<file path="src/include/rv_config.svh">
`ifndef RV_CONFIG_SVH
`define RV_CONFIG_SVH

// datapath, pc and operand width
`define RV_XLEN 32

// register file address, 32 registers
`define RV_REG_AW 5

// rs1 and rs2
`define RV_NUM_SRC 2

`endif

</file>
<file path="src/hdl/rv_isa_pkg.sv">
package rv_isa_pkg;

	// major opcodes of the supported subset
	typedef enum logic [6:0] {
		OPC_LUI    = 7'b0110111,
		OPC_JAL    = 7'b1101111,
		OPC_JALR   = 7'b1100111,
		OPC_BRANCH = 7'b1100011,
		OPC_LOAD   = 7'b0000011,
		OPC_STORE  = 7'b0100011,
		OPC_OP_IMM = 7'b0010011,
		OPC_OP     = 7'b0110011
	} opcode_e;

	// funct3 for OP and OP-IMM
	localparam logic [2:0] F3_ADD_SUB = 3'b000;
	localparam logic [2:0] F3_SLL     = 3'b001;
	localparam logic [2:0] F3_SLT     = 3'b010;
	localparam logic [2:0] F3_SLTU    = 3'b011;
	localparam logic [2:0] F3_XOR     = 3'b100;
	localparam logic [2:0] F3_SRL_SRA = 3'b101;
	localparam logic [2:0] F3_OR      = 3'b110;
	localparam logic [2:0] F3_AND     = 3'b111;

	// branches
	localparam logic [2:0] F3_BEQ  = 3'b000;
	localparam logic [2:0] F3_BNE  = 3'b001;
	localparam logic [2:0] F3_BLT  = 3'b100;
	localparam logic [2:0] F3_BGE  = 3'b101;
	localparam logic [2:0] F3_BLTU = 3'b110;
	localparam logic [2:0] F3_BGEU = 3'b111;

	// loads and stores
	localparam logic [2:0] F3_LB  = 3'b000;
	localparam logic [2:0] F3_LH  = 3'b001;
	localparam logic [2:0] F3_LW  = 3'b010;
	localparam logic [2:0] F3_LBU = 3'b100;
	localparam logic [2:0] F3_LHU = 3'b101;
	localparam logic [2:0] F3_SB  = 3'b000;
	localparam logic [2:0] F3_SH  = 3'b001;
	localparam logic [2:0] F3_SW  = 3'b010;

	localparam logic [6:0] F7_BASE = 7'b0000000;
	localparam logic [6:0] F7_ALT  = 7'b0100000; // sub, sra, srai

	typedef struct packed {
		logic [6:0] funct7;
		logic [4:0] rs2;
		logic [4:0] rs1;
		logic [2:0] funct3;
		logic [4:0] rd;
		opcode_e    opcode;
	} r_fmt_t;

	typedef struct packed {
		logic [11:0] imm;
		logic [4:0]  rs1;
		logic [2:0]  funct3;
		logic [4:0]  rd;
		opcode_e     opcode;
	} i_fmt_t;

	typedef struct packed {
		logic [6:0] imm_hi;
		logic [4:0] rs2;
		logic [4:0] rs1;
		logic [2:0] funct3;
		logic [4:0] imm_lo;
		opcode_e    opcode;
	} s_fmt_t;

	typedef struct packed {
		logic       imm12;
		logic [5:0] imm10_5;
		logic [4:0] rs2;
		logic [4:0] rs1;
		logic [2:0] funct3;
		logic [3:0] imm4_1;
		logic       imm11;
		opcode_e    opcode;
	} b_fmt_t;

	typedef struct packed {
		logic [19:0] imm;
		logic [4:0]  rd;
		opcode_e     opcode;
	} u_fmt_t;

	typedef struct packed {
		logic       imm20;
		logic [9:0] imm10_1;
		logic       imm11;
		logic [7:0] imm19_12;
		logic [4:0] rd;
		opcode_e    opcode;
	} j_fmt_t;

	// one instruction word seen through every format
	typedef union packed {
		r_fmt_t r;
		i_fmt_t i;
		s_fmt_t s;
		b_fmt_t b;
		u_fmt_t u;
		j_fmt_t j;
	} inst_u;

endpackage

</file>
<file path="src/hdl/rv_pipe_pkg.sv">
package rv_pipe_pkg;

	// operation code handed to execute
	typedef enum logic [7:0] {
		ALU_NOP    = 8'b00000000,
		ALU_AND    = 8'b00100100,
		ALU_OR     = 8'b00100101,
		ALU_XOR    = 8'b00100110,
		ALU_SLL    = 8'b01111100,
		ALU_SRL    = 8'b00000010,
		ALU_SRA    = 8'b00000011,
		ALU_SLT    = 8'b00101010,
		ALU_SLTU   = 8'b00101011,
		ALU_ADD    = 8'b00100000,
		ALU_ADDI   = 8'b01010101,
		ALU_SUB    = 8'b00100010,
		ALU_JAL    = 8'b01010000,
		ALU_JALR   = 8'b00001001,
		ALU_BRANCH = 8'b01010001, // all six conditional branches
		ALU_LB     = 8'b11100000,
		ALU_LH     = 8'b11100001,
		ALU_LW     = 8'b11100011,
		ALU_LBU    = 8'b11100100,
		ALU_LHU    = 8'b11100101,
		ALU_SB     = 8'b11101000,
		ALU_SH     = 8'b11101001,
		ALU_SW     = 8'b11101011
	} aluop_e;

	// which result execute forwards
	typedef enum logic [2:0] {
		SEL_NOP         = 3'b000,
		SEL_LOGIC       = 3'b001,
		SEL_SHIFT       = 3'b010,
		SEL_ARITH       = 3'b100,
		SEL_JUMP_BRANCH = 3'b110,
		SEL_LOAD_STORE  = 3'b111
	} alusel_e;

	// nine kinds do not fit in three bits
	typedef enum logic [3:0] {
		BR_NONE, BR_JAL, BR_JALR, BR_EQ, BR_NE, BR_LT, BR_GE, BR_LTU, BR_GEU
	} br_cond_e;

endpackage

</file>
<file path="src/hdl/id_if.sv">
`include "rv_config.svh"

// one source operand, decoder to mux to branch logic
interface src_if;
	logic                  read_en;
	logic [`RV_REG_AW-1:0] addr;
	logic [`RV_XLEN-1:0]   imm;  // taken when read_en is low
	logic [`RV_XLEN-1:0]   data; // resolved operand

	modport decoder (output read_en, output addr, output imm);
	modport mux (input read_en, input addr, input imm, output data);
	modport consumer (input data);
endinterface

// writes still in flight in execute and memory
interface bypass_if;
	logic                  ex_wreg;
	logic [`RV_REG_AW-1:0] ex_wd;
	logic [`RV_XLEN-1:0]   ex_wdata;
	logic                  mem_wreg;
	logic [`RV_REG_AW-1:0] mem_wd;
	logic [`RV_XLEN-1:0]   mem_wdata;

	modport sink (
		input ex_wreg,
		input ex_wd,
		input ex_wdata,
		input mem_wreg,
		input mem_wd,
		input mem_wdata
	);
endinterface

</file>
<file path="src/hdl/inst_decoder.sv">
`include "rv_config.svh"

module inst_decoder (
	input  logic [31:0]              inst_i,
	input  logic [`RV_XLEN-1:0]      pc_i,
	src_if.decoder                   src [`RV_NUM_SRC],
	output rv_pipe_pkg::aluop_e      aluop_o,
	output rv_pipe_pkg::alusel_e     alusel_o,
	output logic [`RV_REG_AW-1:0]    wd_o,
	output logic                     wreg_o,
	output rv_pipe_pkg::br_cond_e    br_cond_o,
	output logic [`RV_XLEN-1:0]      br_offset_o,
	output logic [`RV_XLEN-1:0]      pc_o
);
	localparam logic [`RV_NUM_SRC-1:0] RD_RS1  = `RV_NUM_SRC'(1);
	localparam logic [`RV_NUM_SRC-1:0] RD_BOTH = '1;

	rv_isa_pkg::inst_u      inst;
	logic [`RV_NUM_SRC-1:0] rd_en;
	logic [`RV_XLEN-1:0]    imm;
	logic [`RV_XLEN-1:0]    imm_i;
	logic [`RV_XLEN-1:0]    imm_b;
	logic [`RV_XLEN-1:0]    imm_j;

	// fetch delivers the word byte swapped
	assign inst = {inst_i[7:0], inst_i[15:8], inst_i[23:16], inst_i[31:24]};

	assign imm_i = {{(`RV_XLEN-12){inst.i.imm[11]}}, inst.i.imm};
	assign imm_b = {{(`RV_XLEN-12){inst.b.imm12}}, inst.b.imm11, inst.b.imm10_5,
		inst.b.imm4_1, 1'b0};
	assign imm_j = {{(`RV_XLEN-20){inst.j.imm20}}, inst.j.imm19_12, inst.j.imm11,
		inst.j.imm10_1, 1'b0};

	// OP and OP-IMM share the funct3 map, nop means no match
	function automatic void alu_dec(
		input  logic [2:0]           f3,
		input  logic [6:0]           f7,
		input  logic                 is_imm,
		output rv_pipe_pkg::aluop_e  op,
		output rv_pipe_pkg::alusel_e sel
	);
		op = rv_pipe_pkg::ALU_NOP;
		case (f3)
			rv_isa_pkg::F3_ADD_SUB: begin
				if (is_imm)
					op = rv_pipe_pkg::ALU_ADDI;
				else if (f7 == rv_isa_pkg::F7_BASE)
					op = rv_pipe_pkg::ALU_ADD;
				else if (f7 == rv_isa_pkg::F7_ALT)
					op = rv_pipe_pkg::ALU_SUB;
			end
			rv_isa_pkg::F3_SLL:  op = rv_pipe_pkg::ALU_SLL;
			rv_isa_pkg::F3_SLT:  op = rv_pipe_pkg::ALU_SLT;
			rv_isa_pkg::F3_SLTU: op = rv_pipe_pkg::ALU_SLTU;
			rv_isa_pkg::F3_XOR:  op = rv_pipe_pkg::ALU_XOR;
			rv_isa_pkg::F3_SRL_SRA: begin
				if (f7 == rv_isa_pkg::F7_BASE)
					op = rv_pipe_pkg::ALU_SRL;
				else if (f7 == rv_isa_pkg::F7_ALT)
					op = rv_pipe_pkg::ALU_SRA;
			end
			rv_isa_pkg::F3_OR:   op = rv_pipe_pkg::ALU_OR;
			rv_isa_pkg::F3_AND:  op = rv_pipe_pkg::ALU_AND;
			default: ;
		endcase
		case (op)
			rv_pipe_pkg::ALU_SLL, rv_pipe_pkg::ALU_SRL, rv_pipe_pkg::ALU_SRA:
				sel = rv_pipe_pkg::SEL_SHIFT;
			rv_pipe_pkg::ALU_AND, rv_pipe_pkg::ALU_OR, rv_pipe_pkg::ALU_XOR:
				sel = rv_pipe_pkg::SEL_LOGIC;
			rv_pipe_pkg::ALU_NOP:
				sel = rv_pipe_pkg::SEL_NOP;
			default:
				sel = rv_pipe_pkg::SEL_ARITH;
		endcase
	endfunction

	always_comb begin
		aluop_o = rv_pipe_pkg::ALU_NOP;
		alusel_o = rv_pipe_pkg::SEL_NOP;
		wreg_o = 1'b0;
		rd_en = '0;
		imm = '0;
		br_cond_o = rv_pipe_pkg::BR_NONE;
		br_offset_o = '0;
		case (inst.r.opcode)
			rv_isa_pkg::OPC_LUI: begin
				aluop_o = rv_pipe_pkg::ALU_OR; // zero or imm
				alusel_o = rv_pipe_pkg::SEL_LOGIC;
				wreg_o = 1'b1;
				imm = {inst.u.imm, 12'h000};
			end
			rv_isa_pkg::OPC_JAL: begin
				aluop_o = rv_pipe_pkg::ALU_JAL;
				alusel_o = rv_pipe_pkg::SEL_JUMP_BRANCH;
				wreg_o = 1'b1;
				br_cond_o = rv_pipe_pkg::BR_JAL;
				br_offset_o = imm_j;
			end
			rv_isa_pkg::OPC_JALR: begin
				aluop_o = rv_pipe_pkg::ALU_JALR;
				alusel_o = rv_pipe_pkg::SEL_JUMP_BRANCH;
				wreg_o = 1'b1;
				rd_en = RD_RS1;
				br_cond_o = rv_pipe_pkg::BR_JALR;
				br_offset_o = {{(`RV_XLEN-12){1'b0}}, inst.i.imm}; // zero extended
			end
			rv_isa_pkg::OPC_BRANCH: begin
				case (inst.b.funct3)
					rv_isa_pkg::F3_BEQ:  br_cond_o = rv_pipe_pkg::BR_EQ;
					rv_isa_pkg::F3_BNE:  br_cond_o = rv_pipe_pkg::BR_NE;
					rv_isa_pkg::F3_BLT:  br_cond_o = rv_pipe_pkg::BR_LT;
					rv_isa_pkg::F3_BGE:  br_cond_o = rv_pipe_pkg::BR_GE;
					rv_isa_pkg::F3_BLTU: br_cond_o = rv_pipe_pkg::BR_LTU;
					rv_isa_pkg::F3_BGEU: br_cond_o = rv_pipe_pkg::BR_GEU;
					default: ;
				endcase
				if (br_cond_o != rv_pipe_pkg::BR_NONE) begin
					aluop_o = rv_pipe_pkg::ALU_BRANCH;
					alusel_o = rv_pipe_pkg::SEL_JUMP_BRANCH;
					rd_en = RD_BOTH;
					br_offset_o = imm_b;
				end
			end
			rv_isa_pkg::OPC_LOAD: begin
				case (inst.i.funct3)
					rv_isa_pkg::F3_LB:  aluop_o = rv_pipe_pkg::ALU_LB;
					rv_isa_pkg::F3_LH:  aluop_o = rv_pipe_pkg::ALU_LH;
					rv_isa_pkg::F3_LW:  aluop_o = rv_pipe_pkg::ALU_LW;
					rv_isa_pkg::F3_LBU: aluop_o = rv_pipe_pkg::ALU_LBU;
					rv_isa_pkg::F3_LHU: aluop_o = rv_pipe_pkg::ALU_LHU;
					default: ;
				endcase
				if (aluop_o != rv_pipe_pkg::ALU_NOP) begin
					alusel_o = rv_pipe_pkg::SEL_LOAD_STORE;
					wreg_o = 1'b1;
					rd_en = RD_RS1;
				end
			end
			rv_isa_pkg::OPC_STORE: begin
				case (inst.s.funct3)
					rv_isa_pkg::F3_SB: aluop_o = rv_pipe_pkg::ALU_SB;
					rv_isa_pkg::F3_SH: aluop_o = rv_pipe_pkg::ALU_SH;
					rv_isa_pkg::F3_SW: aluop_o = rv_pipe_pkg::ALU_SW;
					default: ;
				endcase
				if (aluop_o != rv_pipe_pkg::ALU_NOP) begin
					alusel_o = rv_pipe_pkg::SEL_LOAD_STORE;
					rd_en = RD_BOTH; // base and store data
				end
			end
			rv_isa_pkg::OPC_OP_IMM: begin
				alu_dec(inst.i.funct3, inst.r.funct7, 1'b1, aluop_o, alusel_o);
				if (aluop_o != rv_pipe_pkg::ALU_NOP) begin
					wreg_o = 1'b1;
					rd_en = RD_RS1;
					// shifts only take shamt
					imm = (alusel_o == rv_pipe_pkg::SEL_SHIFT) ?
						{{(`RV_XLEN-5){1'b0}}, inst.r.rs2} : imm_i;
				end
			end
			rv_isa_pkg::OPC_OP: begin
				alu_dec(inst.r.funct3, inst.r.funct7, 1'b0, aluop_o, alusel_o);
				if (aluop_o != rv_pipe_pkg::ALU_NOP) begin
					wreg_o = 1'b1;
					rd_en = RD_BOTH;
				end
			end
			default: ;
		endcase
	end

	assign wd_o = inst.r.rd; // follows rd even when disabled
	assign pc_o = pc_i;

	assign src[0].addr = inst.r.rs1;
	assign src[1].addr = inst.r.rs2;

	for (genvar g = 0; g < `RV_NUM_SRC; g++) begin : g_src
		assign src[g].read_en = rd_en[g];
		assign src[g].imm = imm;
	end

endmodule

</file>
<file path="src/hdl/operand_mux.sv">
`include "rv_config.svh"

module operand_mux (
	src_if.mux                 src,
	bypass_if.sink             byp,
	input logic [`RV_XLEN-1:0] reg_data_i
);

	// youngest write wins, execute before memory before regfile
	always_comb begin
		if (!src.read_en) begin
			src.data = src.imm;
		end else if (byp.ex_wreg && (byp.ex_wd == src.addr)) begin
			src.data = byp.ex_wdata;
		end else if (byp.mem_wreg && (byp.mem_wd == src.addr)) begin
			src.data = byp.mem_wdata;
		end else begin
			src.data = reg_data_i;
		end
		// an unknown address would pick a bypass or regfile word at random
		assert (!src.read_en || !$isunknown(src.addr))
			else $error("operand read with unknown register address");
	end

endmodule

</file>
<file path="src/hdl/branch_resolve.sv">
`include "rv_config.svh"

module branch_resolve (
	input  logic                         clk_i,
	input  logic                         arst_n_i,
	input  logic                         inst_req_i,
	output logic                         inst_ack_o,
	src_if.consumer                      src [`RV_NUM_SRC],
	input  rv_pipe_pkg::aluop_e          aluop_i,
	input  rv_pipe_pkg::alusel_e         alusel_i,
	input  logic [`RV_REG_AW-1:0]        wd_i,
	input  logic                         wreg_i,
	input  rv_pipe_pkg::br_cond_e        br_cond_i,
	input  logic [`RV_XLEN-1:0]          br_offset_i,
	input  logic [`RV_XLEN-1:0]          pc_i,
	output rv_pipe_pkg::aluop_e          aluop_o,
	output rv_pipe_pkg::alusel_e         alusel_o,
	output logic [`RV_REG_AW-1:0]        wd_o,
	output logic                         wreg_o,
	output logic [`RV_XLEN-1:0]          op1_o,
	output logic [`RV_XLEN-1:0]          op2_o,
	output logic                         branch_flag_o,
	output logic [`RV_XLEN-1:0]          branch_target_o,
	output logic [`RV_XLEN-1:0]          link_addr_o
);
	logic [`RV_XLEN-1:0] op1;
	logic [`RV_XLEN-1:0] op2;
	logic [`RV_XLEN-1:0] target;
	logic                taken;
	logic                capture;

	assign op1 = src[0].data;
	assign op2 = src[1].data;
	assign capture = inst_req_i && !inst_ack_o; // first edge of a new request

	always_comb begin
		case (br_cond_i)
			rv_pipe_pkg::BR_JAL, rv_pipe_pkg::BR_JALR: taken = 1'b1;
			rv_pipe_pkg::BR_EQ:  taken = (op1 == op2);
			rv_pipe_pkg::BR_NE:  taken = (op1 != op2);
			rv_pipe_pkg::BR_LT:  taken = ($signed(op1) < $signed(op2));
			rv_pipe_pkg::BR_GE:  taken = ($signed(op1) >= $signed(op2));
			rv_pipe_pkg::BR_LTU: taken = (op1 < op2);
			rv_pipe_pkg::BR_GEU: taken = (op1 >= op2);
			default:             taken = 1'b0;
		endcase
	end

	// jalr is register relative, the rest pc relative
	assign target = ((br_cond_i == rv_pipe_pkg::BR_JALR) ? op1 : pc_i) + br_offset_i;

	always_ff @(posedge clk_i or negedge arst_n_i) begin
		if (!arst_n_i) begin
			inst_ack_o <= 1'b0;
			aluop_o <= rv_pipe_pkg::ALU_NOP;
			alusel_o <= rv_pipe_pkg::SEL_NOP;
			wreg_o <= 1'b0;
			branch_flag_o <= 1'b0;
		end else if (capture) begin
			inst_ack_o <= 1'b1;
			aluop_o <= aluop_i;
			alusel_o <= alusel_i;
			wreg_o <= wreg_i;
			branch_flag_o <= taken;
		end else if (!inst_req_i) begin
			inst_ack_o <= 1'b0; // return to zero
		end
	end

	always_ff @(posedge clk_i) begin
		if (capture) begin
			wd_o <= wd_i;
			op1_o <= op1;
			op2_o <= op2;
			branch_target_o <= target; // only meaningful with the flag set
			link_addr_o <= pc_i + `RV_XLEN'd4;
		end
	end

	// ack only answers a request that was up on the previous edge
	assert property (@(posedge clk_i) disable iff (!arst_n_i)
		$rose(inst_ack_o) |-> $past(inst_req_i))
		else $error("ack rose without a request");

	// result holds for the whole ack phase
	assert property (@(posedge clk_i) disable iff (!arst_n_i)
		inst_ack_o |=> $stable({aluop_o, alusel_o, wd_o, wreg_o, op1_o, op2_o,
			branch_flag_o, branch_target_o, link_addr_o}))
		else $error("outputs changed while ack high");

endmodule

</file>
<file path="src/hdl/id_stage.sv">
`include "rv_config.svh"

module id_stage (
	input  logic                         clk_i,
	input  logic                         arst_n_i,
	input  logic                         inst_req_i,
	output logic                         inst_ack_o,
	input  logic [31:0]                  inst_i,
	input  logic [`RV_XLEN-1:0]          pc_i,
	output logic                         reg_read_o [`RV_NUM_SRC],
	output logic [`RV_REG_AW-1:0]        reg_addr_o [`RV_NUM_SRC],
	input  logic [`RV_XLEN-1:0]          reg_data_i [`RV_NUM_SRC],
	input  logic                         ex_wreg_i,
	input  logic [`RV_REG_AW-1:0]        ex_wd_i,
	input  logic [`RV_XLEN-1:0]          ex_wdata_i,
	input  logic                         mem_wreg_i,
	input  logic [`RV_REG_AW-1:0]        mem_wd_i,
	input  logic [`RV_XLEN-1:0]          mem_wdata_i,
	output rv_pipe_pkg::aluop_e          aluop_o,
	output rv_pipe_pkg::alusel_e         alusel_o,
	output logic [`RV_REG_AW-1:0]        wd_o,
	output logic                         wreg_o,
	output logic [`RV_XLEN-1:0]          op1_o,
	output logic [`RV_XLEN-1:0]          op2_o,
	output logic                         branch_flag_o,
	output logic [`RV_XLEN-1:0]          branch_target_o,
	output logic [`RV_XLEN-1:0]          link_addr_o
);
	rv_pipe_pkg::aluop_e   dec_aluop;
	rv_pipe_pkg::alusel_e  dec_alusel;
	logic [`RV_REG_AW-1:0] dec_wd;
	logic                  dec_wreg;
	rv_pipe_pkg::br_cond_e dec_br_cond;
	logic [`RV_XLEN-1:0]   dec_br_offset;
	logic [`RV_XLEN-1:0]   dec_pc;

	src_if    src [`RV_NUM_SRC] ();
	bypass_if byp ();

	assign byp.ex_wreg = ex_wreg_i;
	assign byp.ex_wd = ex_wd_i;
	assign byp.ex_wdata = ex_wdata_i;
	assign byp.mem_wreg = mem_wreg_i;
	assign byp.mem_wd = mem_wd_i;
	assign byp.mem_wdata = mem_wdata_i;

	inst_decoder u_decoder (
		.inst_i      (inst_i),
		.pc_i        (pc_i),
		.src         (src),
		.aluop_o     (dec_aluop),
		.alusel_o    (dec_alusel),
		.wd_o        (dec_wd),
		.wreg_o      (dec_wreg),
		.br_cond_o   (dec_br_cond),
		.br_offset_o (dec_br_offset),
		.pc_o        (dec_pc)
	);

	// one bypass mux per source register
	for (genvar g = 0; g < `RV_NUM_SRC; g++) begin : g_opmux
		assign reg_read_o[g] = src[g].read_en;
		assign reg_addr_o[g] = src[g].addr;

		operand_mux u_mux (
			.src        (src[g]),
			.byp        (byp),
			.reg_data_i (reg_data_i[g])
		);
	end

	branch_resolve u_branch (
		.clk_i           (clk_i),
		.arst_n_i        (arst_n_i),
		.inst_req_i      (inst_req_i),
		.inst_ack_o      (inst_ack_o),
		.src             (src),
		.aluop_i         (dec_aluop),
		.alusel_i        (dec_alusel),
		.wd_i            (dec_wd),
		.wreg_i          (dec_wreg),
		.br_cond_i       (dec_br_cond),
		.br_offset_i     (dec_br_offset),
		.pc_i            (dec_pc),
		.aluop_o         (aluop_o),
		.alusel_o        (alusel_o),
		.wd_o            (wd_o),
		.wreg_o          (wreg_o),
		.op1_o           (op1_o),
		.op2_o           (op2_o),
		.branch_flag_o   (branch_flag_o),
		.branch_target_o (branch_target_o),
		.link_addr_o     (link_addr_o)
	);

endmodule

</file>
<file path="config.mk">
export PLATFORM = sky130hd
export DESIGN_NAME = id_stage
export DESIGN_NICKNAME = d
export VERILOG_FILES = /design/src/hdl/rv_isa_pkg.sv /design/src/hdl/rv_pipe_pkg.sv /design/src/hdl/id_if.sv /design/src/hdl/inst_decoder.sv /design/src/hdl/operand_mux.sv /design/src/hdl/branch_resolve.sv /design/src/hdl/id_stage.sv
export VERILOG_INCLUDE_DIRS = /design/src /design/src/include
export SDC_FILE = /design/constraint.sdc
export NUM_CORES = 1
export LEC_CHECK = 0
export ABC_AREA = 1
export BUFFER_PORTS_ARGS = -buffer_cell sky130_fd_sc_hd__buf_4
export CORE_MARGIN = 2
export CORE_UTILIZATION = 48
export DETAILED_ROUTE_END_ITERATION = 8
export HOLD_SLACK_MARGIN = 0.03
export PLACE_DENSITY = 0.78
export SYNTH_ARGS = -nofsm -noshare
export SYNTH_HDL_FRONTEND = slang
export SYNTH_SLANG_ARGS = --single-unit
</file>
<file path="constraint.sdc">
create_clock -name clk_i -period 7.9 [get_ports clk_i]
set_input_delay 1.185 -clock clk_i [delete_from_list [all_inputs] [get_ports clk_i]]
set_output_delay 1.185 -clock clk_i [all_outputs]
set_load 0.01 [all_outputs]
</file>
==> summary.txt <==
STA
  • Slew margin rel.: 26.7%
  • Setup violators final: 0
  • Fmax: 167 MHz
  • Setup Skew: 18.4 ps
  • Pins over their slew limit: 0
  • RSZ-0062 raised after global routing: false
  • Tcrit/Tclk final: 75.9%
  • Setup TNS: 0 ps
  • Worst Tran Pin Value: 1100 ps
  • Endpoints failing hold: 0
  • Tmin final: 6000 ps

Clock network
  • Post-CTS setup buffer count: 0
  • Resize count post-CTS: 0
  • Clk sinks: 147
  • CTS Buf Count: 17
  • CTS root buf: clkbuf_16
  • CTS tree: built
  • Clk Latency, worst-skew pair: 440 ps
  • Max Root-Sink Buffers: 2
  • Hold buffers post-CTS: 0
  • Clock slew at reported path FFs: 70 ps
  • H-tree Lvls: 4

Power and ir drop
  • Pwr/cell area: 142 nW/um^2
  • Clock network fraction of design power: 37.9%
  • Reg power frac: 41.9%
  • Psw: 636 uW
  • VDD IR max: 0.000107 V
  • Switching Share: 29.8%
  • Combinational Power Share: 20.2%
  • P_int: 1.50 mW
  • Leak Pwr: 7.61 nW

Floorplan
  • Die area: 25300 sq um
  • Starting Density: 49.1%
  • Top-level I/O count: 366
  • Die H: 159 um
  • Die W: 159 um
  • Rows: 56
  • Placeable Area: 23500 sq um

Placement
  • PortBufs: 365
  • Routability-driven placement congestion ratio: 0.973
  • Final HPWL DP: 37.1 mm
  • Placed Cells: 2187

Drt
  • Pre-antenna DRT Iters: 6
  • Final WL: 46.2 mm
  • DR vias/cell: 5.62
  • Avg WL per Cell: 20.8 um
  • 1st-iter DRT viols: 1511
  • Antenna Nets Post-Route: 0
  • Via Count: 12.5k
  • DR DRC count: 0

Synthesis
  • Synth warn: 0
  • Ys async rst share: 9.52%
  • Post-synth cell types: 52
  • Avg Cell Area, Syn: 7.43 sq um
  • Synthesized area: 11600 sq um
  • Flops & latches, synth: 147
  • Cells after Synth: 1556
  • Number of synthesized flops with an enable pin: 133
  • Share of the yosys chip area belonging to registers: 37.6%
  • Post-synth net total: 1828
  • Most used flip-flop cell after synthesis: edfxtp_1

Outcome
  • Status: complete, no violations

Cells and area
  • Final nets: 2159
  • Layout cells sized above 1: 24.7%
  • Commonest non-fill, non-tap cell in the layout: nand2_1
  • Most frequent cells in the layout: nand2_1, buf_4, inv_1, o21ai_0, edfxtp_1
  • ANT cells: 0
  • # fillers: 2127
  • Layout Cells excl Fill: 2219
  • Layout area overhead: 29.9%

Setup path
  • CP startpoint kind: input port
  • Worst setup EP type: register
  • Worst Path Max Fanout: 48
  • Crit path arrival time: 6170 ps
  • Critical path class: in -> reg
  • Worst endpoint required time: 8080 ps

GRT
  • Overall routing resource usage: 35.4%
  • Gr ovfl total: 0
  • Initial antenna violation count: 0
  • First-pass GRT wire length: 68.8 mm
  • Pin count of the biggest net entering global routing: 84
  • Vias in the first global route: 11.9k

Job
  • Number of max-cap violations: 0

Hold path
  • Worst min path class: reg -> reg
## power groups by stage
stage	sequential (mW)	combinational [mW]	clock [mW]
2_1_floorplan	0.924	0.188	0
3_3_place_gp	0.909	0.419	0
3_5_place_dp	0.910	0.423	0
4_1_cts	0.893	0.425	0.806
5_1_grt	0.895	0.466	0.832
6_report	0.893	0.431	0.809
## layout make-up
type                    instances  area, sq um  area share (%)
flip-flops and latches        147         4340            28.9
clock inverters                13          125           0.833
inverters                     214          805            5.36
multi-input cells            1133         6100            40.6
clock buffers                  19          433            2.88
well taps                     319          399            2.66
repair buffers                374         2810            18.7
## metrics by stage
stage	util, %	power (mW)	instance area [sq um]	hold slack [ps]	worst slack (ps)
after floorplan	-	1.11	11600	516	2020
after global placement	61.4	1.33	14500	475	1660
after detailed placement	61.4	1.33	14500	477	1600
after CTS	63.8	2.12	15000	500	2030
after global routing	63.8	2.19	15000	517	1430
final	63.8	2.13	15000	498	1900
## flip-flops by register name, summed over array words and instances, names as in the netlist
signal	flops
u_branch.aluop_o	8
u_branch.branch_target_o	32
u_branch.wd_o	5
u_branch.branch_flag_o	1
u_branch.inst_ack_o	1
u_branch.wreg_o	1
u_branch.op2_o	32
u_branch.alusel_o	3
u_branch.link_addr_o	32
u_branch.op1_o	32
## cells by family (layout without fill, tap and decap cells)
family	after synthesis	in the layout	synth area share [%]
compound gates	336	336	16.4
xor+xnor	53	53	4.01
fa+ha+maj	65	65	7.10
buf+inv	276	620	9.81
flops	147	147	37.6
mux	1	1	0.0866
simple gates	678	678	25.1
## synthesized netlist by cell type (18+ instances only)
cell type	n	area share, %
o21ai_0	135	5.8
nor3_1	23	1.0
inv_2	25	0.81
nand3_1	76	3.3
inv_1	188	6.1
edfxtp_1	133	35
nand2_1	412	13
buf_4	18	1.2
ha_1	64	6.9
a21oi_1	79	3.4
o211ai_1	19	1.2
nor2_1	111	3.6
o21ai_1	39	1.7
clkbuf_1	30	0.97
xor2_1	42	3.2
## critical path: stages
cell and delay [ps]:
buf_4 100, nand2_1 50, inv_1 60, nand2_1 90, nor2_1 60, nand2_1 60, buf_4 400, inv_1 80
buf_4 240, nor2_1 130, inv_1 60, nor2_1 140, nand3_2 770, nand2_1 410, o21ai_0 130, ha_1 400
nand2_1 100, o21ai_1 210, a21oi_1 150, o21ai_2 260, a21oi_1 150, o21ai_1 490, nand2_1 180, nand3_1 120
nand2_1 80
## path summary, 6_finish.rpt
check / start / end / slack (ps) / cells past startpoint
worst max register to register: u_branch.inst_ack_o / u_branch.link_addr_o[16] / 5360 / 3
worst min register to register: u_branch.aluop_o[0] / u_branch.aluop_o[0] / 500 / 2
max in group asynchronous: arst_n_i / u_branch.branch_flag_o / 7130 / 1
worst min-delay path: u_branch.aluop_o[0] / u_branch.aluop_o[0] / 500 / 2
worst max-delay path: inst_i[25] / u_branch.branch_target_o[18] / 1900 / 25
min in group asynchronous: arst_n_i / u_branch.aluop_o[7] / 590 / 1
## per-layer routing
layer	wire (um)	track usage, %
met5	0	0
met2	21500	57.9
met3	5040	7.58
met4	1350	10.4
met1	18200	47.6
(Power assumes the default switching activity.)
